File: src/hdl/srambus_axi_pkg.sv
package srambus_axi_pkg;

	// ====================
	// widths
	// ====================
	localparam int addr_width        = 32;
	localparam int data_width        = 32;
	localparam int strb_width        = 4;
	localparam int match_id_width    = 3;
	localparam int region_code_width = 4;
	localparam int id_width          = match_id_width + region_code_width;
	localparam int resp_width        = 2;

	// second memory window sits 32 KB up
	localparam logic [addr_width-1:0] mem_hi_offset = 32'h0000_8000;

	// top address nibble per region
	localparam logic [3:0] nibble_mem_lo = 4'h0;
	localparam logic [3:0] nibble_mem_hi = 4'h1;
	localparam logic [3:0] nibble_timer  = 4'h2;
	localparam logic [3:0] nibble_uart   = 4'h3;
	localparam logic [3:0] nibble_gpio   = 4'h4;

	// thermometer region codes, low bits of the axi id
	localparam logic [region_code_width-1:0] code_mem   = 4'b0001;
	localparam logic [region_code_width-1:0] code_timer = 4'b0011;
	localparam logic [region_code_width-1:0] code_uart  = 4'b0111;
	localparam logic [region_code_width-1:0] code_gpio  = 4'b1111;
	localparam logic [region_code_width-1:0] code_none  = 4'b0000;

	// single beat, incrementing
	localparam logic [3:0] axi_len_single = 4'd0;
	localparam logic [1:0] burst_incr     = 2'b01;

	// ====================
	// enums
	// ====================
	typedef enum logic [2:0] {
		region_mem,
		region_timer,
		region_uart,
		region_gpio,
		region_none
	} region_e;

	typedef enum logic [1:0] {
		wr_idle,
		wr_addr_data,
		wr_resp
	} wr_state_e;

	typedef enum logic [1:0] {
		rd_idle,
		rd_addr,
		rd_data
	} rd_state_e;

	// ====================
	// bundles
	// ====================
	typedef struct packed {
		logic [addr_width-1:0] addr;
		logic [id_width-1:0]   id;
		logic [2:0]            size;
		logic [3:0]            len;
		logic [1:0]            burst;
	} axi_addr_t;

	typedef struct packed {
		logic [data_width-1:0] data;
		logic [strb_width-1:0] strb;
		logic [id_width-1:0]   id;
	} axi_wdata_t;

	typedef struct packed {
		logic [data_width-1:0] data;
		logic [resp_width-1:0] resp;
		logic [id_width-1:0]   id;
		logic                  last;
	} axi_rresp_t;

	typedef struct packed {
		logic [addr_width-1:0]     addr;
		logic [data_width-1:0]     wdata;
		logic [strb_width-1:0]     wmask;
		logic [2:0]                size;
		logic [match_id_width-1:0] match_id;
	} sram_req_t;

	typedef struct packed {
		logic [addr_width-1:0] addr;
		logic [id_width-1:0]   id;
		logic [2:0]            size;
		logic [data_width-1:0] wdata;
		logic [strb_width-1:0] strb;
	} xfer_cmd_t;

	function automatic logic [region_code_width-1:0] region_code(input region_e region);
		case (region)
			region_mem:   return code_mem;
			region_timer: return code_timer;
			region_uart:  return code_uart;
			region_gpio:  return code_gpio;
			default:      return code_none;
		endcase
	endfunction

endpackage

File: src/hdl/axi_addr_decode.sv
module axi_addr_decode
	import srambus_axi_pkg::*;
(
	input  sram_req_t req,
	output xfer_cmd_t cmd,
	output region_e   region
);

	logic [3:0]            nibble;
	logic [addr_width-1:0] addr_cleared;
	logic [addr_width-1:0] addr_offset;

	// ====================
	// region select
	// ====================
	assign nibble = req.addr[addr_width-1 -: 4];

	always_comb begin
		case (nibble)
			nibble_mem_lo,
			nibble_mem_hi: region = region_mem;
			nibble_timer:  region = region_timer;
			nibble_uart:   region = region_uart;
			nibble_gpio:   region = region_gpio;
			default:       region = region_none;
		endcase
	end

	// ====================
	// address remap
	// ====================
	// peripherals see a zero-based address
	assign addr_cleared = {4'h0, req.addr[addr_width-5:0]};

	// upper memory window is shifted into the second half of the ram
	assign addr_offset = (nibble == nibble_mem_hi) ? mem_hi_offset : '0;

	// ====================
	// command
	// ====================
	always_comb begin
		cmd.addr  = addr_cleared + addr_offset;
		// requester tag in the high bits, region code below it
		cmd.id    = {req.match_id, region_code(region)};
		cmd.size  = req.size;
		cmd.wdata = req.wdata;
		cmd.strb  = req.wmask;
	end

endmodule

File: src/hdl/axi_write_master.sv
module axi_write_master
	import srambus_axi_pkg::*;
(
	input  logic                  aclk,
	input  logic                  rst_n,
	input  logic                  start,
	input  xfer_cmd_t             cmd,
	input  logic                  resp_ready,
	output axi_addr_t             aw,
	output logic                  awvalid,
	input  logic                  awready,
	output axi_wdata_t            w,
	output logic                  wvalid,
	output logic                  wlast,
	input  logic                  wready,
	input  logic [resp_width-1:0] bresp,
	input  logic [id_width-1:0]   bid,
	input  logic                  bvalid,
	output logic                  bready,
	output logic                  addr_ok,
	output logic                  data_ok,
	output logic                  writing,
	output logic [addr_width-1:0] last_write_address
);

	wr_state_e  state;
	logic       accept;
	logic       aw_done;
	logic       w_done;
	logic       aw_hs;
	logic       w_hs;
	axi_addr_t  aw_q;
	axi_wdata_t w_q;

	assign accept = (state == wr_idle) && start;

	// ====================
	// channel handshakes
	// ====================
	// each channel drops its valid once its own handshake is done
	assign awvalid = (state == wr_addr_data) && !aw_done;
	assign wvalid  = (state == wr_addr_data) && !w_done;
	assign wlast   = wvalid;

	assign aw_hs = awvalid && awready;
	assign w_hs  = wvalid && wready;

	// fires on whichever of aw and w finishes second
	assign addr_ok = (state == wr_addr_data) && (aw_done || aw_hs) && (w_done || w_hs);

	assign bready  = (state == wr_resp) && resp_ready;
	assign data_ok = bvalid && bready;
	assign writing = (state != wr_idle);

	assign aw = aw_q;
	assign w  = w_q;

	// ====================
	// control
	// ====================
	always_ff @(posedge aclk or negedge rst_n) begin
		if (!rst_n) begin
			state              <= wr_idle;
			aw_done            <= 1'b0;
			w_done             <= 1'b0;
			last_write_address <= '0;
		end else begin
			case (state)
				wr_idle: begin
					if (start) begin
						state              <= wr_addr_data;
						aw_done            <= 1'b0;
						w_done             <= 1'b0;
						last_write_address <= cmd.addr;
					end
				end
				wr_addr_data: begin
					if (addr_ok) begin
						state   <= wr_resp;
						aw_done <= 1'b0;
						w_done  <= 1'b0;
					end else begin
						if (aw_hs)
							aw_done <= 1'b1;
						if (w_hs)
							w_done <= 1'b1;
					end
				end
				wr_resp: begin
					if (data_ok)
						state <= wr_idle;
				end
				default: state <= wr_idle;
			endcase
		end
	end

	// payload captured once per write
	always_ff @(posedge aclk) begin
		if (accept) begin
			aw_q <= '{addr: cmd.addr, id: cmd.id, size: cmd.size,
				len: axi_len_single, burst: burst_incr};
			w_q  <= '{data: cmd.wdata, strb: cmd.strb, id: cmd.id};
		end
	end

	// ====================
	// checks
	// ====================
	aw_held: assert property (@(posedge aclk) disable iff (!rst_n)
		awvalid && !awready |=> awvalid && $stable(aw));

	start_when_idle: assert property (@(posedge aclk) disable iff (!rst_n)
		start |-> state == wr_idle);

	// response belongs to the write in flight
	b_matches: assert property (@(posedge aclk) disable iff (!rst_n)
		data_ok |-> bid == aw_q.id && !$isunknown(bresp));

endmodule

File: src/hdl/axi_read_master.sv
module axi_read_master
	import srambus_axi_pkg::*;
(
	input  logic                  aclk,
	input  logic                  rst_n,
	input  logic                  start,
	input  xfer_cmd_t             cmd,
	input  logic                  resp_ready,
	output axi_addr_t             ar,
	output logic                  arvalid,
	input  logic                  arready,
	input  axi_rresp_t            r,
	input  logic                  rvalid,
	output logic                  rready,
	output logic                  addr_ok,
	output logic                  data_ok,
	output logic [data_width-1:0] rdata
);

	rd_state_e state;
	logic      accept;
	logic      ar_hs;
	axi_addr_t ar_q;

	assign accept = (state == rd_idle) && start;

	// ====================
	// handshakes
	// ====================
	assign arvalid = (state == rd_addr);
	assign ar_hs   = arvalid && arready;
	assign addr_ok = ar_hs;

	// requester readiness is the only throttle on r
	assign rready  = (state == rd_data) && resp_ready;
	assign data_ok = rvalid && rready;
	assign rdata   = r.data;

	assign ar = ar_q;

	// ====================
	// control
	// ====================
	always_ff @(posedge aclk or negedge rst_n) begin
		if (!rst_n) begin
			state <= rd_idle;
		end else begin
			case (state)
				rd_idle: begin
					if (start)
						state <= rd_addr;
				end
				rd_addr: begin
					if (ar_hs)
						state <= rd_data;
				end
				rd_data: begin
					// single beat, done on first accepted r
					if (data_ok)
						state <= rd_idle;
				end
				default: state <= rd_idle;
			endcase
		end
	end

	always_ff @(posedge aclk) begin
		if (accept) begin
			ar_q <= '{addr: cmd.addr, id: cmd.id, size: cmd.size,
				len: axi_len_single, burst: burst_incr};
		end
	end

	// ====================
	// checks
	// ====================
	ar_held: assert property (@(posedge aclk) disable iff (!rst_n)
		arvalid && !arready |=> arvalid && $stable(ar));

	r_single_beat: assert property (@(posedge aclk) disable iff (!rst_n)
		data_ok |-> r.last);

	// slave answers with the id we issued
	r_matches: assert property (@(posedge aclk) disable iff (!rst_n)
		data_ok |-> r.id == ar_q.id && !$isunknown(r.resp));

endmodule

File: src/hdl/srambus2axi.sv
module srambus2axi
	import srambus_axi_pkg::*;
(
	input  logic                  aclk,
	input  logic                  rst_n,
	// sram-style bus
	input  logic                  mem_req,
	input  logic                  mem_ren,
	input  logic                  mem_wen,
	input  sram_req_t             mem_req_bus,
	input  logic                  mem_data_resp,
	output logic                  mem_addr_ok,
	output logic                  mem_data_ok,
	output logic [data_width-1:0] mem_rdata,
	output logic                  writing,
	output logic [addr_width-1:0] last_write_address,
	// axi write
	output axi_addr_t             aw,
	output logic                  awvalid,
	input  logic                  awready,
	output axi_wdata_t            w,
	output logic                  wvalid,
	output logic                  wlast,
	input  logic                  wready,
	input  logic [resp_width-1:0] bresp,
	input  logic [id_width-1:0]   bid,
	input  logic                  bvalid,
	output logic                  bready,
	// axi read
	output axi_addr_t             ar,
	output logic                  arvalid,
	input  logic                  arready,
	input  axi_rresp_t            r,
	input  logic                  rvalid,
	output logic                  rready
);

	xfer_cmd_t cmd;
	logic      start_wr;
	logic      start_rd;
	logic      wr_addr_ok;
	logic      wr_data_ok;
	logic      rd_addr_ok;
	logic      rd_data_ok;

	// a held write is not re-accepted while its own transfer is running
	assign start_wr = mem_req && mem_wen && !writing;
	assign start_rd = mem_req && mem_ren && !mem_wen;

	// each pulse comes from exactly one master
	assign mem_addr_ok = wr_addr_ok || rd_addr_ok;
	assign mem_data_ok = wr_data_ok || rd_data_ok;

	axi_addr_decode u_addr_decode (
		.req    (mem_req_bus),
		.cmd    (cmd),
		.region ()
	);

	axi_write_master u_write_master (
		.aclk               (aclk),
		.rst_n              (rst_n),
		.start              (start_wr),
		.cmd                (cmd),
		.resp_ready         (mem_data_resp),
		.aw                 (aw),
		.awvalid            (awvalid),
		.awready            (awready),
		.w                  (w),
		.wvalid             (wvalid),
		.wlast              (wlast),
		.wready             (wready),
		.bresp              (bresp),
		.bid                (bid),
		.bvalid             (bvalid),
		.bready             (bready),
		.addr_ok            (wr_addr_ok),
		.data_ok            (wr_data_ok),
		.writing            (writing),
		.last_write_address (last_write_address)
	);

	axi_read_master u_read_master (
		.aclk       (aclk),
		.rst_n      (rst_n),
		.start      (start_rd),
		.cmd        (cmd),
		.resp_ready (mem_data_resp),
		.ar         (ar),
		.arvalid    (arvalid),
		.arready    (arready),
		.r          (r),
		.rvalid     (rvalid),
		.rready     (rready),
		.addr_ok    (rd_addr_ok),
		.data_ok    (rd_data_ok),
		.rdata      (mem_rdata)
	);

	// ====================
	// checks
	// ====================
	// the bus only offers one address at a time
	one_addr_ok: assert property (@(posedge aclk) disable iff (!rst_n)
		!(wr_addr_ok && rd_addr_ok));

endmodule

File: config.mk
export PLATFORM = sky130hd
export DESIGN_NAME = srambus2axi
export DESIGN_NICKNAME = d
export VERILOG_FILES = /design/src/hdl/srambus_axi_pkg.sv /design/src/hdl/axi_addr_decode.sv /design/src/hdl/axi_write_master.sv /design/src/hdl/axi_read_master.sv /design/src/hdl/srambus2axi.sv
export SDC_FILE = /design/constraint.sdc
export NUM_CORES = 1
export LEC_CHECK = 0
export BUFFER_PORTS_ARGS = -buffer_cell sky130_fd_sc_hd__buf_4
export CAP_MARGIN = 5
export CORE_AREA = 10 10 126 128
export CTS_BUF_LIST = sky130_fd_sc_hd__clkbuf_4
export DETAILED_ROUTE_END_ITERATION = 10
export DIE_AREA = 0 0 136 138
export PLACE_DENSITY = 0.82
export SLEW_MARGIN = 25
export SYNTH_ARGS = -nofsm -noshare
export SYNTH_HDL_FRONTEND = slang
export SYNTH_SLANG_ARGS = --single-unit
File: constraint.sdc
create_clock -name aclk -period 7.2 [get_ports aclk]
set_clock_uncertainty 0.05 [all_clocks]
set_input_delay 1.08 -clock aclk [delete_from_list [all_inputs] [get_ports aclk]]
set_output_delay 1.08 -clock aclk [all_outputs]
set_load 0.01 [all_outputs]
Word level (Yosys, flattened, before mapping)
Index checks and enable logic that the tools add are counted.

cells by class
  add/subtract/negate cells = 1
  muxes and demuxes = 18
  eq/ne operators = 19
  reductions and logical operators = 37

operators by type and width
  operator              number
  $add A28 B32 Y32      1
  $logic_and A1 B1 Y1   17
  $mux W16              1
  $pmux W4 S4           1
  $mux W2               6
  $pmux W2 S3           2
  $pmux W3 S4           1
  $reduce_and A3 Y1     4
  $eq A4 B2 Y1 const B  2
  $ne A2 B2 Y1 const B  4
  $eq A3 B2 Y1 const B  2
  $ne A3 B2 Y1 const B  2
  $mux W1               5
  $eq A2 B1 Y1 const B  2
  $eq A2 B2 Y1 const B  2
  $eq A4 B1 Y1 const B  1
  $eq A4 B3 Y1 const B  1
  $logic_not A1 Y1      4
  $logic_not A2 Y1      2
  $logic_not A4 Y1      1
  $logic_or A1 B1 Y1    4
  $ne A2 B1 Y1 const B  2
  $pmux W1 S2           2
  $reduce_bool A2 Y1    2
  other kinds (4)       4

word-level totals
  bits in registers = 158
  bits of input ports = 136

Logic depth before layout (Yosys ltp)
Gate-level depths: netlist of the first run.

  word-level depth = 8
  depth in mapped cells = 7

Modules after synthesis
A second synthesis of the first run with hierarchy kept.

unflattened totals
  cell total of the unflattened synthesis = 399
  area total of the unflattened synthesis = 6518.8 µm²

modules (own cells, without submodules)
  module            cells each  seq. area each (µm²)  times used  area each (µm²)
  axi_write_master  193         3243.1                1           4038.9
  axi_read_master   95          1311.3                1           1672.9
  axi_addr_decode   107         0.0                   1           777.0
  srambus2axi       4           0.0                   1           30.0

Least setup slack after synthesis of the first run
No wires, ideal clock.

  kind = input -> register
  start point = in mem_wen
  end point = reg u_read_master.ar_q, in the netlist u_read_master.ar[10] (enable)
  path slack = 2.753 ns
  buffers on the path = 0
  arrival time = 3.913 ns
  stages = 2
  library setup time = 0.484 ns
  path through = nand3b_1 -> nor3_1

between the ends
  word-level cells in the longest chain between the ends = 3

RTL lines
  what                            line                   text
  start, declared                 srambus2axi.sv:9       input logic mem_wen,
  $logic_not A1 Y1                srambus2axi.sv:48      assign start_rd = mem_req && mem_ren && !mem_wen;
  $logic_and A1 B1 Y1             srambus2axi.sv:48
  $logic_and A1 B1 Y1             axi_read_master.sv:25  assign accept = (state == rd_idle) && start;
  named net u_read_master.accept  axi_read_master.sv:21  logic accept;
  end signal, assigned            axi_read_master.sv:69  ar_q <= '{addr: cmd.addr, id: cmd.id, size: cmd.size,
  end, declared                   axi_read_master.sv:23  axi_addr_t ar_q;

The timed path passes the listed nets, and every way through them passes these cells.
A chain may end at the register's enable or synchronous reset.

Worst setup path in the final report of the first run
  start point = reg u_write_master.state[0]
  end point = reg u_write_master.last_write_address[1]

between the ends
  word-level cells in the longest chain between the ends = 4

RTL lines
  what                                    line                    text
  start, declared                         axi_write_master.sv:26  wr_state_e state;
  start signal, assigned                  axi_write_master.sv:63  state <= wr_idle;
  start signal, assigned                  axi_write_master.sv:71  state <= wr_addr_data;
  start signal, assigned                  axi_write_master.sv:79  state <= wr_resp;
  $reduce_bool A2 Y1                      axi_write_master.sv:53  assign writing = (state != wr_idle);
  $logic_not A1 Y1                        srambus2axi.sv:47       assign start_wr = mem_req && mem_wen && !writing;
  $logic_and A1 B1 Y1                     srambus2axi.sv:47
  $reduce_and A2 Y1 (no source line) (*)  -
  end signal, assigned                    axi_write_master.sv:74  last_write_address <= cmd.addr;
  end, declared                           axi_write_master.sv:23  output logic [addr_width-1:0] last_write_address

Mark *: on every way between the ends. The rest lies on a longest branch, timed or not.

==> flow_summary.ini, run 1 <==
[run_status]
outcome = completed

[setup_path]
cp_max_fo = 77
slowest_stage = buf_4
timing.rr.end = u_write_master.last_write_address[1]
path_cells = or2_2 -> nor2_4 -> buf_4 -> mux2_2
endpoint_kind = register
endpoint = u_write_master.last_write_address[1]
r2r_start = u_write_master.state[0]
slowest_delay_ns = 0.87
startpoint = u_write_master.state[0]
worstPathRequired_ns = 7.60
crit_type = reg2reg
reg2reg_depth = 4
reg2reg_setup_slack_ns = 4.24
arrival_ns = 3.36
setup.worst_path.start_class = register

[power]
power_leakage_nw = 3.180
ir_drop_mv = 0.1186
cellPowerDensity_mw_per_mm2 = 304.7

[drt]
drtIter0Drc = 202
drcViolationCount = 0
avgViaCountPerCell = 4.627
routed_wl_mm = 16.54
firstDrtPassIters = 4
wl_per_cell_um = 22.59
ant_nets = 0
num_vias = 3387

[global_routing]
grt_usage = 0.1711
grt_util_met2 = 0.2955
grt_pass1_vias = 3561
met3_usage = 0.09167
grt_pass1_wl_mm = 23.76
grt_max_degree = 78
overflow = 0
antenna_found_initial = 1
met1_usage = 0.1661
grt_most_used_layer = met2

[cts]
tritoncts = done
clk_path_buf_depth = 2
worstSkewPairLatency_ns = 0.55
cts-root-buf = clkbuf_4
numClockSinks = 149
h-tree-depth = 4
cts_buffers = 17
cts_resized = 0
path_clk_slew_ns = 0.12
post_cts_buffers = 0
hold_buffers = 0

[synthesis]
ys_types = 33
ys_async_sr_fraction = 0.2349
syn-cell-area_mm2 = 0.005604
yosysWarnings = 0
synth_enable_flop_cells = 114
syn_inst = 318
synth_flop_cell = edfxtp_1
avgSynthCellArea_um2 = 17.62
synth-seq-cells = 149
synth_seq_area_share = 0.7671

[floorplan]
row_count = 43
die_area_mm2 = 0.01877
die_y_um = 138
start_util = 0.4150
core_region_area_mm2 = 0.01350
ios = 348
die_w_um = 136

[final_layout]
final_cell_mix = buf_4, edfxtp_1, dfrtp_1
layout_commonest_cell = buf_4
post_route_cells_drive_above_1_share = 0.5673
area_delta_synth_final_pct = 34.96
final_nets = 675
fin_cells = 732
final_util = 0.5601

[timing]
relSlewSlack = 0.3569
hold_viol = 0
rsz0062_at_grt = no
setup_viol = 0
worst_slew_pin_slew_ns = 0.9646
tns_ns = 0
fmax_ghz = 0.3376
drv_slew = 0
period_share = 0.4114
whs_ns = 0.4257
period_needed_ns = 2.962

[job]
cap_violations = 0

[placed_design]
gp_congestion = 0.9751
place_hpwl_mm = 13.13
io_buffers = 243
dp_cells = 698

[hold_path]
hp-class = in2async
[metal layers]
metal	vias to the layer above	part of all wire
li1	1525	-
met1	1627	0.34
met2	191	0.51
met3	44	0.12
met4	0	0.026
met5	-	0
[kinds of logic (layout without fill, tap and decap cells)]
family	count (synthesis)	after routing	synth area share
DFF	149	149	0.7671
buffers and inverters	65	278	0.08640
and+or+nand+nor	47	47	0.05113
muxes	30	30	0.06028
AOI/OAI and AO/OA	12	12	0.01206
xor gates and xnor gates	11	11	0.01719
adders and majority gates	2	2	0.004465
other	2	23	0.001340
[worst max-delay path, delay by kind of cell (launching register included)]
| kind | cells | cell delay [ns] |
|---|---|---|
| AND/OR/NAND/NOR | 2 | 1.04 |
| flip-flops | 1 | 0.42 |
| buffers and inverters | 1 | 0.87 |
| multiplexers | 1 | 0.41 |
[cell usage after synthesis (3+ instances only)]
cell	number	share of area
edfxtp_1	114	0.61
buf_4	64	0.086
dfrtp_1	35	0.16
mux2_2	29	0.058
nand2_1	9	0.0060
nor2_1	8	0.0054
xnor2_1	6	0.0094
a21oi_1	5	0.0045
xor2_1	5	0.0078
o21ai_0	4	0.0036
and2_1	3	0.0033
nand2b_1	3	0.0033
nand3_1	3	0.0027
nor3_1	3	0.0027
[area by class of cell]
type	instances	area, um^2
Antenna cell	2	5.005
Clock buffer	19	142.6
Clock inverter	13	146.4
Fill cell	1087	5941
Inverter	1	3.754
Multi-Input combinational cell	123	902.1
Sequential cell	149	4299
Tap cell	180	225.2
Timing Repair Buffer	245	1839
[sequential cells by signal, indices dropped and copies added (netlist names)]
signal,flops
u_write_master.aw_done,1
u_write_master.last_write_address,29
u_write_master.w,36
u_write_master.state,2
u_write_master.aw,39
u_write_master.w_done,1
u_read_master.state,2
u_read_master.ar,39
[metrics by stage]
step           instance area (um^2)  total power [mW]  worst slack (ns)
6_report                       7564             2.305             4.238
5_1_grt                        7564             2.422             4.026
4_1_cts                        7559             2.338             4.175
3_5_place_dp                   7269             1.812             3.691
3_3_place_gp                   7269             1.793             3.763
2_1_floorplan                  5675             1.462             2.753
[worst min path at each step]
stage / start / slack (ns) / to
6_report: rst_n / 0.43 / u_write_master.last_write_address[14]
5_1_grt: rst_n / 0.41 / u_write_master.last_write_address[15]
4_1_cts: rst_n / 0.42 / u_write_master.last_write_address[12]
3_5_place_dp: u_write_master.last_write_address[26] / 0.43 / u_write_master.last_write_address[26]
3_3_place_gp: u_write_master.last_write_address[26] / 0.43 / u_write_master.last_write_address[26]
2_1_floorplan: u_read_master.state[0] / 0.41 / u_read_master.state[1]
[where the power goes]
group	internal, mW	switching, mW	total (mW)
Combinational	0.308	0.300	0.608
Clock	0.219	0.311	0.530
Sequential	1.10	0.0691	1.17
Total	1.63	0.679	2.30
Power figures use the tool's default switching activity.
==> inputs of run 2 (changes only) <==
- ABC_AREA: default -> 1
- CORE_AREA: 10 10 126 128 -> 10 10 128 130
- DIE_AREA: 0 0 136 138 -> 0 0 138 140
- PLACE_DENSITY: 0.82 -> 0.81
- clock period: 7.2 -> 3.1 ns (I/O delays scaled with it)
==> flow_summary.ini, run 2 <==
[drt]
drtIter0Drc = 433
num_vias = 4138
routed_wl_mm = 19.53
ant_nets = 0
drcViolationCount = 0
wl_per_cell_um = 22.26
firstDrtPassIters = 5
avgViaCountPerCell = 4.718

[cts]
clk_path_buf_depth = 2
worstSkewPairLatency_ns = 0.54
cts-root-buf = clkbuf_4
numClockSinks = 149
cts_buffers = 17
h-tree-depth = 4
path_clk_slew_ns = 0.14
tritoncts = done

[global_routing]
grt_pass1_wl_mm = 27.73
grt_max_degree = 53
overflow = 0
grt_pass1_vias = 4132
grt_usage = 0.1905
antenna_found_initial = 1

[synthesis]
netlist_top_cells_area = edfxtp_1, dfrtp_1, buf_4
syn-cell-area_mm2 = 0.005749
ys_async_sr_fraction = 0.2349
synth-seq-cells = 149
synth-adder-area-share = 0.004353
synth_compound_area_frac = 0.003917
yosysWarnings = 0
netlist.area_leader.share = 0.5954
yosys.area.top_type = edfxtp_1
synth_enable_flop_cells = 114
synthXorXnorAreaFrac = 0.01066
synth_flop_cell = edfxtp_1
syn_inst = 426
synthMuxAreaShare = 0
avgSynthCellArea_um2 = 13.50
synth_top_family_by_area = simple AND/OR/NAND/NOR gates
ys_types = 22
synth_seq_area_share = 0.7478
netlist_top_cells_count = nand2_1, edfxtp_1, buf_4
yosysMostFrequentCell = nand2_1
synthSimpleGateAreaFrac = 0.1262

[power]
power_leakage_nw = 3.679
ir_drop_mv = 0.3924
cellPowerDensity_mw_per_mm2 = 674.4

[setup_path]
cp_max_fo = 5
endpoint_kind = output pin
worstPathRequired_ns = 2.58
arrival_ns = 1.80
crit_type = reg2out
setup.worst_path.start_class = register

[placed_design]
place_hpwl_mm = 14.27
io_buffers = 243
gp_congestion = 0.9542
place_area_mm2 = 0.007393
dp_cells = 804

[final_layout]
final_cell_mix = buf_4, nand2_1, edfxtp_1
fin_cells = 877
post_route_cells_drive_above_1_share = 0.4195
final_nets = 821
multi_input_area_um2 = 928.4
fin_area_mm2 = 0.008100
layout_commonest_cell = buf_4
seqCellArea_mm2 = 0.004299
fillers = 1068
final_util = 0.5881
area_delta_synth_final_pct = 40.89

[timing]
period_needed_ns = 2.311
worst_slew_pin_slew_ns = 0.6703
tns_ns = 0
setup_viol = 0
rsz0062_at_grt = no
whs_ns = 0.04304
drv_slew = 0
period_share = 0.7456
hold_viol = 0
relSlewSlack = 0.5531
fmax_ghz = 0.4327

[floorplan]
die_area_mm2 = 0.01932
die_w_um = 138
die_y_um = 140
start_util = 0.4174
ios = 348
core_region_area_mm2 = 0.01377
row_count = 43

[job]
cap_violations = 0

[hold_path]
hp-class = in2reg

[run_status]
outcome = completed
==> run 2: changes by cell type after synthesis, sizes merged, moves of 4 or more <==
cell / before / now
nand2: 9 / 125
mux2: 30 / 0
inv: 1 / 25
nor2: 9 / 25
xnor2: 6 / 0
a21oi: 5 / 0
nand3: 4 / 8
==> run 2: logic make-up after synthesis <==
kind of cell / Yosys count
simple gates: 170
buf+inv: 92
fa+ha+maj: 2
flops: 149
other cells: 2
compound gates: 4
xor+xnor: 7
==> run 2: layout make-up <==
type / count / share of cell area
diodes: 1 / 0.0003089
clock buffers: 20 / 0.01854
clock inverters: 12 / 0.01900
inverters: 25 / 0.01158
multi-input cells: 204 / 0.1146
flip-flops and latches: 149 / 0.5307
well taps: 180 / 0.02780
repair buffers: 286 / 0.2774
==> run 2: critical path, stage by stage (launching register included) <==
cell and delay (ns):
dfrtp_1 0.41, inv_1 0.13, nand2_1 0.12, or3_1 0.41, nand2_1 0.08, buf_4 0.11
==> run 2: power breakdown <==
group / total (mW) / leakage (nW) / internal (mW) / switching [mW]
logic: 1.46 / 2.03 / 0.652 / 0.810
clock network: 1.28 / 0.161 / 0.588 / 0.695
registers: 2.72 / 1.49 / 2.54 / 0.179
total: 5.46 / 3.68 / 3.78 / 1.68
==> run 2: metal layers <==
metal,track usage,share of wire
met4,0.07436,0.025
met3,0.07032,0.098
met5,0,0
met2,0.3318,0.53
met1,0.2064,0.35
==> run 2: worst paths after layout <==
check | from | to | slack (ns) | cells after the start
setup / recovery | u_write_master.state[1] | mem_addr_ok | 0.79 | 5
setup reg to reg | u_write_master.state[0] | u_write_master.aw[13] | 1.37 | 4
hold / removal | mem_req_bus[56] | u_write_master.aw[30] | 0.04 | 1
hold reg to reg | u_write_master.last_write_address[2] | u_write_master.last_write_address[2] | 0.44 | 2
max in group asynchronous | rst_n | u_write_master.state[1] | 2.26 | 2
min in group asynchronous | rst_n | u_write_master.last_write_address[9] | 0.37 | 2
==> run 2: timing repair <==
action / 4_1_cts / 5_1_grt
gates resized for setup: 0 / 0
hold endpoints to repair: 66 / 10
buffers inserted: 0 / 0
hold buffers: 32 / 8
==> run 2: stage by stage <==
| step | power (mW) | worst slack, ns |
|---|---|---|
| 6_report | 5.463 | 0.7888 |
| 5_1_grt | 5.752 | 0.6652 |
| 4_1_cts | 5.480 | 0.7188 |
| 3_5_place_dp | 4.197 | 0.7443 |
| 3_3_place_gp | 4.147 | 0.7608 |
| 2_1_floorplan | 3.397 | 0.8139 |
==> inputs of run 3 (changes only) <==
- ABC_AREA: 1 -> 0
- PLACE_DENSITY: 0.81 -> 0.8
- clock period: 3.1 -> 2.4 ns (I/O delays scaled with it)
==> flow_summary.ini, run 3 (same netlist as run 1, synthesis figures left out) <==
[run_status]
outcome = completed

[floorplan]
row_count = 43
die_y_um = 140
ios = 348
start_util = 0.4069
die_area_mm2 = 0.01932
die_w_um = 138
core_region_area_mm2 = 0.01377

[setup_path]
cp_max_fo = 4
reg2reg_depth = 4
startpoint = u_read_master.state[0]
arrival_ns = 1.55
reg2reg_setup_slack_ns = 0.49
endpoint_kind = output pin
r2r_start = u_write_master.state[0]
worstPathRequired_ns = 1.99
timing.rr.end = u_write_master.last_write_address[0]
crit_type = reg2out
setup.worst_path.start_class = register

[final_layout]
final_nets = 737
layout_commonest_cell = buf_4
final_cell_mix = buf_4, edfxtp_1, dlygate4sd3_1
final_util = 0.5955
fin_cells = 793
post_route_cells_drive_above_1_share = 0.5147
area_delta_synth_final_pct = 46.35

[drt]
firstDrtPassIters = 5
ant_nets = 0
drcViolationCount = 0
num_vias = 3646
wl_per_cell_um = 22.06
avgViaCountPerCell = 4.598
drtIter0Drc = 255
routed_wl_mm = 17.49

[cts]
tritoncts = done
h-tree-depth = 4
clk_path_buf_depth = 2
numClockSinks = 149
cts_buffers = 17
cts_resized = 0
worstSkewPairLatency_ns = 0.53
path_clk_slew_ns = 0.12
cts-root-buf = clkbuf_4
hold_buffers = 59
post_cts_buffers = 0

[hold_path]
worstHoldStart = wready
hp-class = in2reg
whs_endpoint = u_write_master.w_done
holdPathStages = 3

[timing]
period_needed_ns = 1.957
drv_slew = 0
fmax_ghz = 0.5110
hold_viol = 0
worst_slew_pin_slew_ns = 0.5106
relSlewSlack = 0.6548
setup_viol = 0
whs_ns = 0.05337
period_share = 0.8154
rsz0062_at_grt = no

[global_routing]
grt_max_degree = 75
grt_pass1_wl_mm = 25.96
grt_usage = 0.1777
overflow = 0
grt_pass1_vias = 3960
antenna_found_initial = 1

[placed_design]
gp_congestion = 0.9492
place_hpwl_mm = 13.02
dp_cells = 701
io_buffers = 243

[power]
internal-power_mw = 4.838
ir_drop_mv = 0.3835
power.switching_mw = 2.104
p_seq_frac = 0.504
clockPowerShare = 0.215
power_leakage_nw = 3.439
cellPowerDensity_mw_per_mm2 = 846.4
p_sw_frac = 0.3031
fin_total_pwr_mw = 6.942
power_frac_comb = 0.280

[job]
cap_violations = 0
run 3: cell types whose count changed in the layout (fill, tap and decap cells not counted), moves of 4 or more:
| cell | previous run | this run |
|---|---|---|
| nor2_4 | 5 | 1 |
| dlygate4sd3_1 | 40 | 59 |
| xnor2_1 | 0 | 6 |
| nand3_1 | 8 | 3 |
| mux2_2 | 0 | 29 |
| nor2_1 | 17 | 8 |
| nand2_1 | 122 | 9 |
| inv_1 | 23 | 1 |
| a21oi_1 | 0 | 5 |
run 3: power groups by stage:
stage / logic (mW) / registers [mW] / clock network, mW
floorplan: 0.637 / 3.75 / 0
CTS: 1.99 / 3.50 / 1.53
global placement: 1.87 / 3.54 / 0
detailed placement: 1.90 / 3.56 / 0
finish: 1.95 / 3.50 / 1.49
global route: 2.09 / 3.56 / 1.66
run 3: routing by layer:
metal / track usage / wire length [um] / part of all wire
met5: 0 / 0 / 0
met4: 0.06271 / 392 / 0.022
met3: 0.07404 / 1591 / 0.091
met2: 0.3002 / 8869 / 0.51
met1: 0.1976 / 6637 / 0.38
run 3: worst max-delay path by stage:
stage | endpoint | slack [ns] | depth (start not counted)
global placement | u_write_master.last_write_address[27] | 0.05 | 8
global route | mem_addr_ok | 0.31 | 5
finish | mem_addr_ok | 0.44 | 5
CTS | mem_addr_ok | 0.39 | 5
floorplan | u_write_master.last_write_address[19] | 0.31 | 4
detailed placement | u_write_master.last_write_address[27] | -0.04 | 8
run 3: worst max-delay path, cell delays in order (launching register included):
cell and delay (ns):
dfrtp_1 0.42, inv_1 0.10, nor2_1 0.16, nand2_1 0.10, o21ai_0 0.10, buf_4 0.16
run 3: final cells by class:
| class | count | area, um^2 |
|---|---|---|
| timing repair buffer | 307 | 2490 |
| antenna | 1 | 2.502 |
| inverter | 1 | 3.754 |
| fill | 1043 | 5572 |
| tap | 180 | 225.2 |
| clock inverter | 15 | 145.1 |
| clock buffer | 17 | 127.6 |
| multi-input combinational | 123 | 908.4 |
| sequential | 149 | 4299 |
run 3: stage by stage:
| step | setup WS, ns | TNS [ns] | cell area, um^2 |
|---|---|---|---|
| 2_1_floorplan | 0.3135 | 0 | 5687 |
| 3_3_place_gp | 0.05389 | 0 | 7336 |
| 3_5_place_dp | -0.04464 | -0.08268 | 7336 |
| 4_1_cts | 0.3875 | 0 | 8199 |
| 5_1_grt | 0.3094 | 0 | 8202 |
| 6_report | 0.4431 | 0 | 8202 |
